<file path="config.mk">
export PLATFORM = sky130hd
export DESIGN_NAME = lane
export DESIGN_NICKNAME = d
export VERILOG_FILES = /design/src/lane_pkg.sv /design/src/vrf_req_if.sv /design/src/lane.sv /design/src/lane_sequencer.sv /design/src/operand_queues.sv /design/src/operand_requester.sv /design/src/vector_alu.sv /design/src/vector_regfile.sv
export SDC_FILE = /design/constraint.sdc
export NUM_CORES = 2
export LEC_CHECK = 0
export CAP_MARGIN = 10
export CORE_MARGIN = 4
export CORE_UTILIZATION = 45
export CTS_CLUSTER_SIZE = 25
export DETAILED_ROUTE_END_ITERATION = 8
export DONT_BUFFER_PORTS = 1
export GPL_TIMING_DRIVEN = 1
export PLACE_DENSITY_LB_ADDON = 0.05
export RECOVER_POWER = 100
export SYNTH_ARGS = -nofsm -noshare
export SYNTH_HDL_FRONTEND = slang
export SYNTH_MEMORY_MAX_BITS = 65536
export SYNTH_SLANG_ARGS = --single-unit
</file>
<file path="constraint.sdc">
create_clock -name clk_i -period 17.3 [get_ports clk_i]
set_clock_uncertainty 0.1 [all_clocks]
set_input_delay 4.325 -clock clk_i [delete_from_list [all_inputs] [get_ports clk_i]]
set_output_delay 4.325 -clock clk_i [all_outputs]
set_load 0.1 [all_outputs]
</file>
<file path="src/lane_pkg.sv">
/* Widths, types and the element address map of the lane. bank_t and row_t follow the
   NrBanks value here, so a lane built with another bank count needs it changed to match. */
package lane_pkg;

  localparam int unsigned ElemWidth  = 32;
  localparam int unsigned NrVRegs    = 8;
  localparam int unsigned MaxVl      = 16;
  localparam int unsigned NrBanks    = 4;
  localparam int unsigned QueueDepth = 4;

  typedef logic [ElemWidth-1:0]                     elem_t;
  typedef logic [$clog2(NrVRegs)-1:0]               vreg_t;
  typedef logic [$clog2(MaxVl+1)-1:0]               vl_t;
  typedef logic [$clog2(MaxVl)-1:0]                 elem_idx_t;
  typedef logic [$clog2(NrBanks)-1:0]               bank_t;
  typedef logic [$clog2(NrVRegs*MaxVl/NrBanks)-1:0] row_t;

  // Result is vs2 op vs1; VSTORE streams vs2 out
  typedef enum logic [2:0] {
    VADD   = 3'd0,
    VSUB   = 3'd1,
    VAND   = 3'd2,
    VOR    = 3'd3,
    VXOR   = 3'd4,
    VSTORE = 3'd5
  } vop_e;

  typedef enum logic {
    OPQ_A = 1'b0,
    OPQ_B = 1'b1
  } opq_e;

  // Elements are interleaved over the banks by word address
  function automatic bank_t bank_of(vreg_t vreg, elem_idx_t idx);
    int unsigned addr;
    addr = vreg * MaxVl + idx;
    return bank_t'(addr % NrBanks);
  endfunction

  function automatic row_t row_of(vreg_t vreg, elem_idx_t idx);
    int unsigned addr;
    addr = vreg * MaxVl + idx;
    return row_t'(addr / NrBanks);
  endfunction

endpackage

</file>
<file path="src/vrf_req_if.sv">
/* One VRF bank access. The client holds its request until gnt, which comes back in the
   same cycle. tgt only matters for reads. */
`timescale 1ns/1ps

interface vrf_req_if import lane_pkg::*; ();

  logic  req;
  logic  wen;
  bank_t bank;
  row_t  row;
  elem_t wdata;
  opq_e  tgt;
  logic  gnt;

  modport client (
    output req, wen, bank, row, wdata, tgt,
    input  gnt
  );

  modport arbiter (
    input  req, wen, bank, row, wdata, tgt,
    output gnt
  );

endinterface

</file>
<file path="src/lane.sv">
/* One vector lane with a single instruction in flight. Issue only after done_o and
   load only while busy_o is low, since no input is back-pressured. */
`timescale 1ns/1ps

module lane import lane_pkg::*; #(
  parameter int unsigned NrBanks    = lane_pkg::NrBanks,
  parameter int unsigned QueueDepth = lane_pkg::QueueDepth
) (
  input  logic      clk_i,
  input  logic      rst_ni,
  input  logic      req_valid_i,
  input  vop_e      req_op_i,
  input  vreg_t     req_vd_i,
  input  vreg_t     req_vs1_i,
  input  vreg_t     req_vs2_i,
  input  vl_t       req_vl_i,
  input  logic      ld_valid_i,
  input  vreg_t     ld_reg_i,
  input  elem_idx_t ld_idx_i,
  input  elem_t     ld_data_i,
  output logic      done_o,
  output logic      st_valid_o,
  output elem_t     st_data_o,
  output logic      busy_o
);

  logic  fetch_start, fetch_need_a, alu_start, alu_done;
  vreg_t fetch_vs1, fetch_vs2, alu_vd;
  vl_t   fetch_vl, alu_vl;
  vop_e  alu_op;

  logic  [NrBanks-1:0] vrf_req, vrf_wen;
  row_t  [NrBanks-1:0] vrf_row;
  elem_t [NrBanks-1:0] vrf_wdata;
  opq_e  [NrBanks-1:0] vrf_tgt;

  elem_t [1:0] rdata;
  logic  [1:0] rdata_valid;
  opq_e  [1:0] rdata_tgt;

  elem_t opa, opb;
  logic  opa_valid, opb_valid, alu_pop_a, alu_pop_b, q_pop_a, q_pop_b;

  vrf_req_if ld_if ();
  vrf_req_if wb_if ();
  vrf_req_if rd_a_if ();
  vrf_req_if rd_b_if ();

  // Load port, granted at once by its top priority
  assign ld_if.req   = ld_valid_i;
  assign ld_if.wen   = 1'b1;
  assign ld_if.bank  = bank_of(ld_reg_i, ld_idx_i);
  assign ld_if.row   = row_of(ld_reg_i, ld_idx_i);
  assign ld_if.wdata = ld_data_i;
  assign ld_if.tgt   = OPQ_A;

  lane_sequencer i_sequencer (
    .clk_i          (clk_i       ),
    .rst_ni         (rst_ni      ),
    .req_valid_i    (req_valid_i ),
    .req_op_i       (req_op_i    ),
    .req_vd_i       (req_vd_i    ),
    .req_vs1_i      (req_vs1_i   ),
    .req_vs2_i      (req_vs2_i   ),
    .req_vl_i       (req_vl_i    ),
    .alu_done_i     (alu_done    ),
    .fetch_start_o  (fetch_start ),
    .fetch_need_a_o (fetch_need_a),
    .fetch_vs1_o    (fetch_vs1   ),
    .fetch_vs2_o    (fetch_vs2   ),
    .fetch_vl_o     (fetch_vl    ),
    .alu_start_o    (alu_start   ),
    .alu_op_o       (alu_op      ),
    .alu_vd_o       (alu_vd      ),
    .alu_vl_o       (alu_vl      ),
    .busy_o         (busy_o      ),
    .done_o         (done_o      )
  );

  operand_requester #(
    .NrBanks    (NrBanks   ),
    .QueueDepth (QueueDepth)
  ) i_requester (
    .clk_i          (clk_i       ),
    .rst_ni         (rst_ni      ),
    .fetch_start_i  (fetch_start ),
    .fetch_need_a_i (fetch_need_a),
    .fetch_vs1_i    (fetch_vs1   ),
    .fetch_vs2_i    (fetch_vs2   ),
    .fetch_vl_i     (fetch_vl    ),
    .pop_a_i        (q_pop_a     ),
    .pop_b_i        (q_pop_b     ),
    .ld             (ld_if       ),
    .wb             (wb_if       ),
    .rd_a           (rd_a_if     ),
    .rd_b           (rd_b_if     ),
    .rd_a_arb       (rd_a_if     ),
    .rd_b_arb       (rd_b_if     ),
    .vrf_req_o      (vrf_req     ),
    .vrf_wen_o      (vrf_wen     ),
    .vrf_row_o      (vrf_row     ),
    .vrf_wdata_o    (vrf_wdata   ),
    .vrf_tgt_o      (vrf_tgt     )
  );

  vector_regfile #(
    .NrBanks (NrBanks)
  ) i_vrf (
    .clk_i         (clk_i      ),
    .rst_ni        (rst_ni     ),
    .req_i         (vrf_req    ),
    .wen_i         (vrf_wen    ),
    .row_i         (vrf_row    ),
    .wdata_i       (vrf_wdata  ),
    .tgt_i         (vrf_tgt    ),
    .rdata_o       (rdata      ),
    .rdata_valid_o (rdata_valid),
    .rdata_tgt_o   (rdata_tgt  )
  );

  operand_queues #(
    .QueueDepth (QueueDepth)
  ) i_queues (
    .clk_i         (clk_i      ),
    .rst_ni        (rst_ni     ),
    .rdata_i       (rdata      ),
    .rdata_valid_i (rdata_valid),
    .rdata_tgt_i   (rdata_tgt  ),
    .pop_a_i       (alu_pop_a  ),
    .pop_b_i       (alu_pop_b  ),
    .opa_o         (opa        ),
    .opb_o         (opb        ),
    .opa_valid_o   (opa_valid  ),
    .opb_valid_o   (opb_valid  ),
    .pop_a_o       (q_pop_a    ),
    .pop_b_o       (q_pop_b    )
  );

  vector_alu i_alu (
    .clk_i       (clk_i     ),
    .rst_ni      (rst_ni    ),
    .alu_start_i (alu_start ),
    .alu_op_i    (alu_op    ),
    .alu_vd_i    (alu_vd    ),
    .alu_vl_i    (alu_vl    ),
    .opa_i       (opa       ),
    .opb_i       (opb       ),
    .opa_valid_i (opa_valid ),
    .opb_valid_i (opb_valid ),
    .pop_a_o     (alu_pop_a ),
    .pop_b_o     (alu_pop_b ),
    .alu_done_o  (alu_done  ),
    .st_valid_o  (st_valid_o),
    .st_data_o   (st_data_o ),
    .wb          (wb_if     )
  );

endmodule

</file>
<file path="src/lane_sequencer.sv">
/* Takes one instruction at a time and drops requests while busy. An instruction with
   vl of 0 does no work and reports done two cycles after the request. */
`timescale 1ns/1ps

module lane_sequencer import lane_pkg::*; (
  input  logic  clk_i,
  input  logic  rst_ni,
  input  logic  req_valid_i,
  input  vop_e  req_op_i,
  input  vreg_t req_vd_i,
  input  vreg_t req_vs1_i,
  input  vreg_t req_vs2_i,
  input  vl_t   req_vl_i,
  input  logic  alu_done_i,
  output logic  fetch_start_o,
  output logic  fetch_need_a_o,
  output vreg_t fetch_vs1_o,
  output vreg_t fetch_vs2_o,
  output vl_t   fetch_vl_o,
  output logic  alu_start_o,
  output vop_e  alu_op_o,
  output vreg_t alu_vd_o,
  output vl_t   alu_vl_o,
  output logic  busy_o,
  output logic  done_o
);

  typedef enum logic {IDLE, RUN} state_e;

  state_e state_q;
  logic   zero_q;
  logic   accept;
  vop_e   op_q;
  vreg_t  vd_q, vs1_q, vs2_q;
  vl_t    vl_q;

  assign accept = req_valid_i && (state_q == IDLE) && !zero_q;
  assign busy_o = (state_q == RUN) || zero_q;

  always_ff @(posedge clk_i or negedge rst_ni) begin
    if (!rst_ni) begin
      state_q       <= IDLE;
      zero_q        <= 1'b0;
      fetch_start_o <= 1'b0;
      alu_start_o   <= 1'b0;
      done_o        <= 1'b0;
    end else begin
      // Fetch and ALU start together, one cycle after the request
      fetch_start_o <= accept && (req_vl_i != '0);
      alu_start_o   <= accept && (req_vl_i != '0);
      zero_q        <= accept && (req_vl_i == '0);
      done_o        <= zero_q || ((state_q == RUN) && alu_done_i);
      unique case (state_q)
        IDLE: if (accept && (req_vl_i != '0)) state_q <= RUN;
        RUN:  if (alu_done_i) state_q <= IDLE;
        default: state_q <= IDLE;
      endcase
    end
  end

  always_ff @(posedge clk_i) begin
    if (accept) begin
      op_q  <= req_op_i;
      vd_q  <= req_vd_i;
      vs1_q <= req_vs1_i;
      vs2_q <= req_vs2_i;
      vl_q  <= req_vl_i;
    end
  end

  // Stores only read vs2, on stream B
  assign fetch_need_a_o = (op_q != VSTORE);
  assign fetch_vs1_o    = vs1_q;
  assign fetch_vs2_o    = vs2_q;
  assign fetch_vl_o     = vl_q;
  assign alu_op_o       = op_q;
  assign alu_vd_o       = vd_q;
  assign alu_vl_o       = vl_q;

endmodule

</file>
<file path="src/operand_queues.sv">
/* Two operand FIFOs, A and B, filled by tag from the VRF read lanes. No full check,
   the requester credits keep each queue within QueueDepth. */
`timescale 1ns/1ps

module operand_queues import lane_pkg::*; #(
  parameter int unsigned QueueDepth = 4
) (
  input  logic        clk_i,
  input  logic        rst_ni,
  input  elem_t [1:0] rdata_i,
  input  logic  [1:0] rdata_valid_i,
  input  opq_e  [1:0] rdata_tgt_i,
  input  logic        pop_a_i,
  input  logic        pop_b_i,
  output elem_t       opa_o,
  output elem_t       opb_o,
  output logic        opa_valid_o,
  output logic        opb_valid_o,
  output logic        pop_a_o,
  output logic        pop_b_o
);

  typedef logic [$clog2(QueueDepth)-1:0]   ptr_t;
  typedef logic [$clog2(QueueDepth+1)-1:0] cnt_t;

  logic  [1:0] pop, push, valid;
  elem_t [1:0] push_data, head;

  function automatic ptr_t next_ptr(ptr_t p);
    return (p == ptr_t'(QueueDepth - 1)) ? '0 : p + 1'b1;
  endfunction

  assign pop = {pop_b_i, pop_a_i} & valid;

  always_comb begin
    push      = '0;
    push_data = '0;
    for (int l = 0; l < 2; l++) begin
      if (rdata_valid_i[l]) begin
        push[rdata_tgt_i[l]]      = 1'b1;
        push_data[rdata_tgt_i[l]] = rdata_i[l];
      end
    end
  end

  for (genvar q = 0; q < 2; q++) begin : gen_fifo
    elem_t mem_q [QueueDepth];
    ptr_t  wptr_q, rptr_q;
    cnt_t  cnt_q;

    always_ff @(posedge clk_i or negedge rst_ni) begin
      if (!rst_ni) begin
        wptr_q <= '0;
        rptr_q <= '0;
        cnt_q  <= '0;
      end else begin
        if (push[q]) wptr_q <= next_ptr(wptr_q);
        if (pop[q])  rptr_q <= next_ptr(rptr_q);
        cnt_q <= cnt_q + cnt_t'(push[q]) - cnt_t'(pop[q]);
      end
    end

    always_ff @(posedge clk_i) begin
      if (push[q]) mem_q[wptr_q] <= push_data[q];
    end

    assign valid[q] = (cnt_q != '0);
    assign head[q]  = mem_q[rptr_q];
  end

  assign opa_o       = head[0];
  assign opb_o       = head[1];
  assign opa_valid_o = valid[0];
  assign opb_valid_o = valid[1];
  assign pop_a_o     = pop[0];
  assign pop_b_o     = pop[1];

endmodule

</file>
<file path="src/operand_requester.sv">
/* Fixed priority per bank is load, writeback, read A, read B. A read stream stops
   issuing once QueueDepth of its elements are granted but not yet popped. */
`timescale 1ns/1ps

module operand_requester import lane_pkg::*; #(
  parameter int unsigned NrBanks    = 4,
  parameter int unsigned QueueDepth = 4
) (
  input  logic                clk_i,
  input  logic                rst_ni,
  input  logic                fetch_start_i,
  input  logic                fetch_need_a_i,
  input  vreg_t               fetch_vs1_i,
  input  vreg_t               fetch_vs2_i,
  input  vl_t                 fetch_vl_i,
  input  logic                pop_a_i,
  input  logic                pop_b_i,
  vrf_req_if.arbiter          ld,
  vrf_req_if.arbiter          wb,
  vrf_req_if.client           rd_a,
  vrf_req_if.client           rd_b,
  vrf_req_if.arbiter          rd_a_arb,
  vrf_req_if.arbiter          rd_b_arb,
  output logic  [NrBanks-1:0] vrf_req_o,
  output logic  [NrBanks-1:0] vrf_wen_o,
  output row_t  [NrBanks-1:0] vrf_row_o,
  output elem_t [NrBanks-1:0] vrf_wdata_o,
  output opq_e  [NrBanks-1:0] vrf_tgt_o
);

  typedef logic [$clog2(QueueDepth+1)-1:0] cnt_t;

  vreg_t      src_q [2];
  vl_t        vl_q;
  logic [1:0] active_q, stream_req, stream_gnt, pop;
  elem_idx_t  idx_q [2];
  cnt_t       cnt_q [2];

  ////////////////////////////////////////
  // Read streams
  ////////////////////////////////////////

  assign pop        = {pop_b_i, pop_a_i};
  assign stream_gnt = {rd_b.gnt, rd_a.gnt};

  always_ff @(posedge clk_i) begin
    if (fetch_start_i) begin
      src_q[0] <= fetch_vs1_i;
      src_q[1] <= fetch_vs2_i;
      vl_q     <= fetch_vl_i;
    end
  end

  always_ff @(posedge clk_i or negedge rst_ni) begin
    if (!rst_ni) begin
      active_q <= '0;
      for (int s = 0; s < 2; s++) begin
        idx_q[s] <= '0;
        cnt_q[s] <= '0;
      end
    end else begin
      for (int s = 0; s < 2; s++) begin
        if (fetch_start_i) begin
          active_q[s] <= (fetch_vl_i != '0) && ((s == 1) || fetch_need_a_i);
          idx_q[s]    <= '0;
        end else if (stream_gnt[s]) begin
          idx_q[s] <= idx_q[s] + 1'b1;
          if ((vl_t'(idx_q[s]) + vl_t'(1)) == vl_q) active_q[s] <= 1'b0;
        end
        // Credits count elements granted but not yet popped
        cnt_q[s] <= cnt_q[s] + cnt_t'(stream_gnt[s]) - cnt_t'(pop[s]);
      end
    end
  end

  for (genvar s = 0; s < 2; s++) begin : gen_req
    assign stream_req[s] = active_q[s] && (cnt_q[s] < cnt_t'(QueueDepth));
  end

  assign rd_a.req   = stream_req[0];
  assign rd_a.wen   = 1'b0;
  assign rd_a.bank  = bank_of(src_q[0], idx_q[0]);
  assign rd_a.row   = row_of(src_q[0], idx_q[0]);
  assign rd_a.wdata = '0;
  assign rd_a.tgt   = OPQ_A;

  assign rd_b.req   = stream_req[1];
  assign rd_b.wen   = 1'b0;
  assign rd_b.bank  = bank_of(src_q[1], idx_q[1]);
  assign rd_b.row   = row_of(src_q[1], idx_q[1]);
  assign rd_b.wdata = '0;
  assign rd_b.tgt   = OPQ_B;

  ////////////////////////////////////////
  // Bank arbitration
  ////////////////////////////////////////

  // Client 0 has the highest priority
  logic  [3:0] c_req, c_wen, c_gnt;
  bank_t [3:0] c_bank;
  row_t  [3:0] c_row;
  elem_t [3:0] c_wdata;
  opq_e  [3:0] c_tgt;

  assign c_req   = {rd_b_arb.req, rd_a_arb.req, wb.req, ld.req};
  assign c_wen   = {rd_b_arb.wen, rd_a_arb.wen, wb.wen, ld.wen};
  assign c_bank  = {rd_b_arb.bank, rd_a_arb.bank, wb.bank, ld.bank};
  assign c_row   = {rd_b_arb.row, rd_a_arb.row, wb.row, ld.row};
  assign c_wdata = {rd_b_arb.wdata, rd_a_arb.wdata, wb.wdata, ld.wdata};
  assign c_tgt[0] = ld.tgt;
  assign c_tgt[1] = wb.tgt;
  assign c_tgt[2] = rd_a_arb.tgt;
  assign c_tgt[3] = rd_b_arb.tgt;

  always_comb begin
    logic taken;
    c_gnt       = '0;
    vrf_req_o   = '0;
    vrf_wen_o   = '0;
    vrf_row_o   = '0;
    vrf_wdata_o = '0;
    for (int b = 0; b < NrBanks; b++) begin
      vrf_tgt_o[b] = OPQ_A;
      taken        = 1'b0;
      for (int c = 0; c < 4; c++) begin
        if (!taken && c_req[c] && (c_bank[c] == bank_t'(b))) begin
          taken          = 1'b1;
          c_gnt[c]       = 1'b1;
          vrf_req_o[b]   = 1'b1;
          vrf_wen_o[b]   = c_wen[c];
          vrf_row_o[b]   = c_row[c];
          vrf_wdata_o[b] = c_wdata[c];
          vrf_tgt_o[b]   = c_tgt[c];
        end
      end
    end
  end

  assign ld.gnt       = c_gnt[0];
  assign wb.gnt       = c_gnt[1];
  assign rd_a_arb.gnt = c_gnt[2];
  assign rd_b_arb.gnt = c_gnt[3];

endmodule

</file>
<file path="src/vector_alu.sv">
/* One result is held for writeback at a time. Stores pop queue B every cycle it has
   data and emit the element a cycle later. */
`timescale 1ns/1ps

module vector_alu import lane_pkg::*; (
  input  logic      clk_i,
  input  logic      rst_ni,
  input  logic      alu_start_i,
  input  vop_e      alu_op_i,
  input  vreg_t     alu_vd_i,
  input  vl_t       alu_vl_i,
  input  elem_t     opa_i,
  input  elem_t     opb_i,
  input  logic      opa_valid_i,
  input  logic      opb_valid_i,
  output logic      pop_a_o,
  output logic      pop_b_o,
  output logic      alu_done_o,
  output logic      st_valid_o,
  output elem_t     st_data_o,
  vrf_req_if.client wb
);

  logic  active_q, last_q, wb_req_q, pop, is_store;
  vop_e  op_q;
  vreg_t vd_q;
  vl_t   vl_q, pop_cnt_q;
  bank_t wb_bank_q;
  row_t  wb_row_q;
  elem_t wb_data_q, result;

  assign is_store = (op_q == VSTORE);
  assign pop      = active_q && (pop_cnt_q != vl_q) && opb_valid_i &&
                    (is_store || (opa_valid_i && !wb_req_q));
  assign pop_a_o  = pop && !is_store;
  assign pop_b_o  = pop;

  // B holds vs2, A holds vs1
  always_comb begin
    unique case (op_q)
      VADD:    result = opb_i + opa_i;
      VSUB:    result = opb_i - opa_i;
      VAND:    result = opb_i & opa_i;
      VOR:     result = opb_i | opa_i;
      VXOR:    result = opb_i ^ opa_i;
      default: result = opb_i;
    endcase
  end

  always_ff @(posedge clk_i or negedge rst_ni) begin
    if (!rst_ni) begin
      active_q   <= 1'b0;
      last_q     <= 1'b0;
      wb_req_q   <= 1'b0;
      pop_cnt_q  <= '0;
      st_valid_o <= 1'b0;
      alu_done_o <= 1'b0;
    end else begin
      st_valid_o <= pop && is_store;
      alu_done_o <= last_q && (wb.gnt || st_valid_o);
      if (alu_start_i) begin
        active_q  <= 1'b1;
        pop_cnt_q <= '0;
        last_q    <= 1'b0;
      end else if (alu_done_o) begin
        active_q <= 1'b0;
      end
      if (pop) begin
        pop_cnt_q <= pop_cnt_q + 1'b1;
        last_q    <= (pop_cnt_q + vl_t'(1)) == vl_q;
      end
      if (pop && !is_store) wb_req_q <= 1'b1;
      else if (wb.gnt)      wb_req_q <= 1'b0;
    end
  end

  always_ff @(posedge clk_i) begin
    if (alu_start_i) begin
      op_q <= alu_op_i;
      vd_q <= alu_vd_i;
      vl_q <= alu_vl_i;
    end
    if (pop) begin
      wb_bank_q <= bank_of(vd_q, elem_idx_t'(pop_cnt_q));
      wb_row_q  <= row_of(vd_q, elem_idx_t'(pop_cnt_q));
      wb_data_q <= result;
      st_data_o <= opb_i;
    end
  end

  assign wb.req   = wb_req_q;
  assign wb.wen   = 1'b1;
  assign wb.bank  = wb_bank_q;
  assign wb.row   = wb_row_q;
  assign wb.wdata = wb_data_q;
  assign wb.tgt   = OPQ_A;

endmodule

</file>
<file path="src/vector_regfile.sv">
/* Each bank does one access per cycle. Read data appears one cycle after the grant,
   tagged with its queue, on the first free output lane. */
`timescale 1ns/1ps

module vector_regfile import lane_pkg::*; #(
  parameter int unsigned NrBanks = 4
) (
  input  logic                clk_i,
  input  logic                rst_ni,
  input  logic  [NrBanks-1:0] req_i,
  input  logic  [NrBanks-1:0] wen_i,
  input  row_t  [NrBanks-1:0] row_i,
  input  elem_t [NrBanks-1:0] wdata_i,
  input  opq_e  [NrBanks-1:0] tgt_i,
  output elem_t [1:0]         rdata_o,
  output logic  [1:0]         rdata_valid_o,
  output opq_e  [1:0]         rdata_tgt_o
);

  localparam int unsigned NrRows = NrVRegs * MaxVl / NrBanks;

  elem_t                mem_q [NrBanks][NrRows];
  logic  [NrBanks-1:0]  rd_q;
  elem_t [NrBanks-1:0]  rd_data_q;
  opq_e  [NrBanks-1:0]  rd_tgt_q;

  always_ff @(posedge clk_i or negedge rst_ni) begin
    if (!rst_ni) rd_q <= '0;
    else         rd_q <= req_i & ~wen_i;
  end

  always_ff @(posedge clk_i) begin
    for (int b = 0; b < NrBanks; b++) begin
      if (req_i[b] && wen_i[b]) mem_q[b][row_i[b]] <= wdata_i[b];
      if (req_i[b] && !wen_i[b]) begin
        rd_data_q[b] <= mem_q[b][row_i[b]];
        rd_tgt_q[b]  <= tgt_i[b];
      end
    end
  end

  // Streams A and B each have at most one read in flight per cycle
  always_comb begin
    logic lane_sel;
    lane_sel       = 1'b0;
    rdata_o        = '0;
    rdata_valid_o  = '0;
    rdata_tgt_o[0] = OPQ_A;
    rdata_tgt_o[1] = OPQ_B;
    for (int b = 0; b < NrBanks; b++) begin
      if (rd_q[b]) begin
        rdata_o[lane_sel]       = rd_data_q[b];
        rdata_valid_o[lane_sel] = 1'b1;
        rdata_tgt_o[lane_sel]   = rd_tgt_q[b];
        lane_sel                = 1'b1;
      end
    end
  end

endmodule

</file>
==> metrics.yaml <==
place:
  pre_cts_ws_ps: 7599
  placed_cells: 15670
  gp_congestion: 0.9299
  place_hpwl_mm: 332.2
  port_buffers: 0
pwr:
  p_clk_frac: 0.288
  vdd_drop_max_v: 0.0001131
  swShare: 0.3374
  power.switching_mw: 11.57
  combPwrFrac: 0.269
  leakage_nw: 65.45
  power.density_mw_per_mm2: 166.1
  p_seq_frac: 0.443
  p_int_mw: 22.71
sta:
  max_slew_margin: -1.995
  rsz0062_at_grt: "false"
  setup-tns-final_ps: 0
  fmax_mhz: 76.32
  hold_viol: 0
  fin_crit_sh: 0.7574
  period_needed_ps: 13100
  drv_slew: 5340
  setup_viol: 0
  worstMarginPinSlew_ps: 4493
  setup_slack_ps: 4197
status:
  outcome: "finished, violations left"
  violations: "max-capacitance violations, max-slew violations"
global_routing:
  grt_pass1_wl_mm: 824.1
  antenna_found_initial: 53
  grt_usage: 0.2832
  grt_start_max_net_pins: 186
  grt_pass1_vias: 100100
  grt_overflow: 0
cts:
  hold_buffers: 0
  path_clk_slew_ps: 60
  cts_buffers: 478
  cts_resized: 0
  clock_latency_ps: 1020
  cts-htree-levels: 5
  cts_num_sinks: 4637
  cts_tree: "done"
  cts-root-buf: "clkbuf_16"
  postCtsSetupBuffers: 0
  ctsLongestPathBuffers: 4
synthesis:
  yosys_most_used_dff: "edfxtp_1"
  yosysSeqAreaShare: 0.7536
  ys_seq_elements: 4637
  yosysUniqueCellTypes: 73
  netlist_top_cells_area: "edfxtp_1 75%, mux4_2 7.0%, mux2i_1 3.9%"
  syn_area_per_cell_um2: 17.44
  yosys.area.top_type: "edfxtp_1"
  synthArstFlopShare: 0.01035
  synth_edf_count: 4589
  synth_top_area_frac: 0.7471
  synth_nets: 10760
  yosysWarnings: 0
  synth_area_mm2: 0.1845
  synth_cells: 10580
die:
  ios: 95
  rows: 234
  core_area_mm2: 0.4073
  die_area_mm2: 0.4202
  start_util: 0.4529
  die_w_um: 648.2
  die_h_um: 648.2
finish:
  syn_to_final_growth_pct: 11.90
  drive_gt1_frac: 0.1311
  layout.nets: 10940
  fill_cells: 33380
  seq_area_mm2: 0.1390
  fin_util: 0.5068
  instances_no_fill: 16670
  layout_commonest_cell: "edfxtp_1"
  mostFrequentLayoutCells: "4,589 x edfxtp_1, 1,305 x nand2_1, 724 x mux2i_1, 574 x mux4_2, 487 x clkbuf_16"
  multi_input_area_mm2: 0.04330
routing:
  vias: 103500
  drt-wirelength-per-cell_um: 36.20
  wirelength_mm: 603.6
  drt.antenna.violating_nets: 0
  firstDrtPassIters: 7
  via_per_inst: 6.208
  drcViolationCount: 0
  drtIter0Drc: 12960
setup_path:
  critPathKind: "primary input to flip-flop"
  worstPathArrival_ps: 13530
  critPathLaunchType: "primary input"
  worst-path-max-fanout: 45
  end_kind: "flip-flop"
  required_ps: 17730
worst_hold_path:
  hp-class: "flip-flop to flip-flop"
run:
  cap_violations: 199
-- power groups by stage --
stage	Clock (mW)	Sequential, mW	Combinational (mW)
floorplan	0	14.7	5.88
global route	10.5	15.2	9.82
detailed placement	0	15.3	9.21
CTS	10.0	15.1	9.25
finish	9.86	15.2	9.23
global placement	0	15.3	9.10
-- final timing paths --
kind | cells after the start | slack (ps) | end | startpoint
min in group asynchronous | 0 | 2930 | i_queues.gen_fifo[1].rptr_q[0]$_DFFE_PN0P_ | rst_ni
setup / recovery | 10 | 4200 | i_vrf.mem_q[3][244]$_DFFE_PP_ | ld_valid_i
hold reg to reg | 0 | 290 | i_alu.wb.row[4]$_DFFE_PP_ | i_alu.vd_q[2]$_DFFE_PP_
max in group asynchronous | 0 | 13930 | i_vrf.rd_q[0]$_DFF_PN0_ | rst_ni
setup reg to reg | 8 | 7920 | i_vrf.mem_q[1][57]$_DFFE_PP_ | i_alu.wb.bank[0]$_DFFE_PP_
hold / removal | 0 | 290 | i_alu.wb.row[4]$_DFFE_PP_ | i_alu.vd_q[2]$_DFFE_PP_
-- through the flow --
step                      hold slack (ps)  total power, mW  cell area (um^2)
after global routing                293.3            35.52            206400
final                               289.6            34.28            206400
after global placement              308.0            24.40            192600
after CTS                           282.0            34.37            207400
after floorplan                     300.3            20.58            184500
after detailed placement            306.5            24.53            192600
-- cell usage after synthesis, drive strengths merged (5+ instances only) --
cell / count
edfxtp: 4589
nand2: 1307
mux2i: 724
mux4: 574
clkbuf: 466
a22oi: 381
nor2: 308
nand3: 270
buf: 169
and3: 156
a21oi: 152
a22o: 131
nand4: 129
a31oi: 127
o21ai: 124
ha: 123
a311oi: 118
inv: 108
a32oi: 85
o22ai: 68
xnor2: 68
nor3: 50
dfrtp: 48
nor2b: 46
a221oi: 39
a21o: 25
nand3b: 18
xor2: 18
or3: 14
and2: 13
a21boi: 11
nand2b: 11
a211oi: 9
o21a: 9
or2: 9
and3b: 7
mux2: 7
nor4: 7
a221o: 5
fa: 5
o21bai: 5
o31ai: 5
-- sequential cells by signal, summed over array words and instances, names as in the netlist, 5 cells and up --
signal / count
i_requester.src_q: 6
i_alu.wb.row: 5
i_vrf.rd_data_q: 128
i_alu.pop_cnt_q: 5
i_requester.cnt_q: 6
i_alu.st_data_o: 32
i_vrf.mem_q: 4096
i_queues.gen_fifo.cnt_q: 6
i_sequencer.alu_vl_o: 5
i_alu.vl_q: 5
i_alu.wb.wdata: 32
i_queues.gen_fifo.mem_q: 256
i_requester.idx_q: 8
-- cells by family after synthesis --
logic type,count (synthesis),synth area share
flops,4637,0.7536
mux,1305,0.1098
compound gates,1318,0.05147
xor+xnor,86,0.004083
buf+inv,744,0.01574
fa+ha+maj,129,0.008940
simple gates,2357,0.05641
-- area by class of cell --
type                       instances  share of cell area
multi-input combinational       5195              0.2098
clock buffer                     620             0.06146
antenna                           88            0.001067
tap                             5428             0.03290
sequential                      4637              0.6735
timing repair buffer             331            0.009329
inverter                         109            0.001988
clock inverter                   266             0.01001
-- layer usage --
layer  vias to the layer above  GRT usage  routed length (um)
met4                        16     0.1194               29620
met2                      4685     0.4478              283800
li1                      42680          -                   -
met1                     55080     0.3908              243400
met3                      1053    0.04777               46630
met5                         -          0                 136
-- worst max-delay path, stage by stage --
cell	delay [ps]
and3_2	210
clkbuf_1	970
nor4_1	2160
a221oi_4	60
clkbuf_1	1010
nor2_1	570
nand2_1	240
buf_4	430
nor2_1	1250
clkbuf_1	2170
Note: power is estimated with default switching activity, not from simulation.
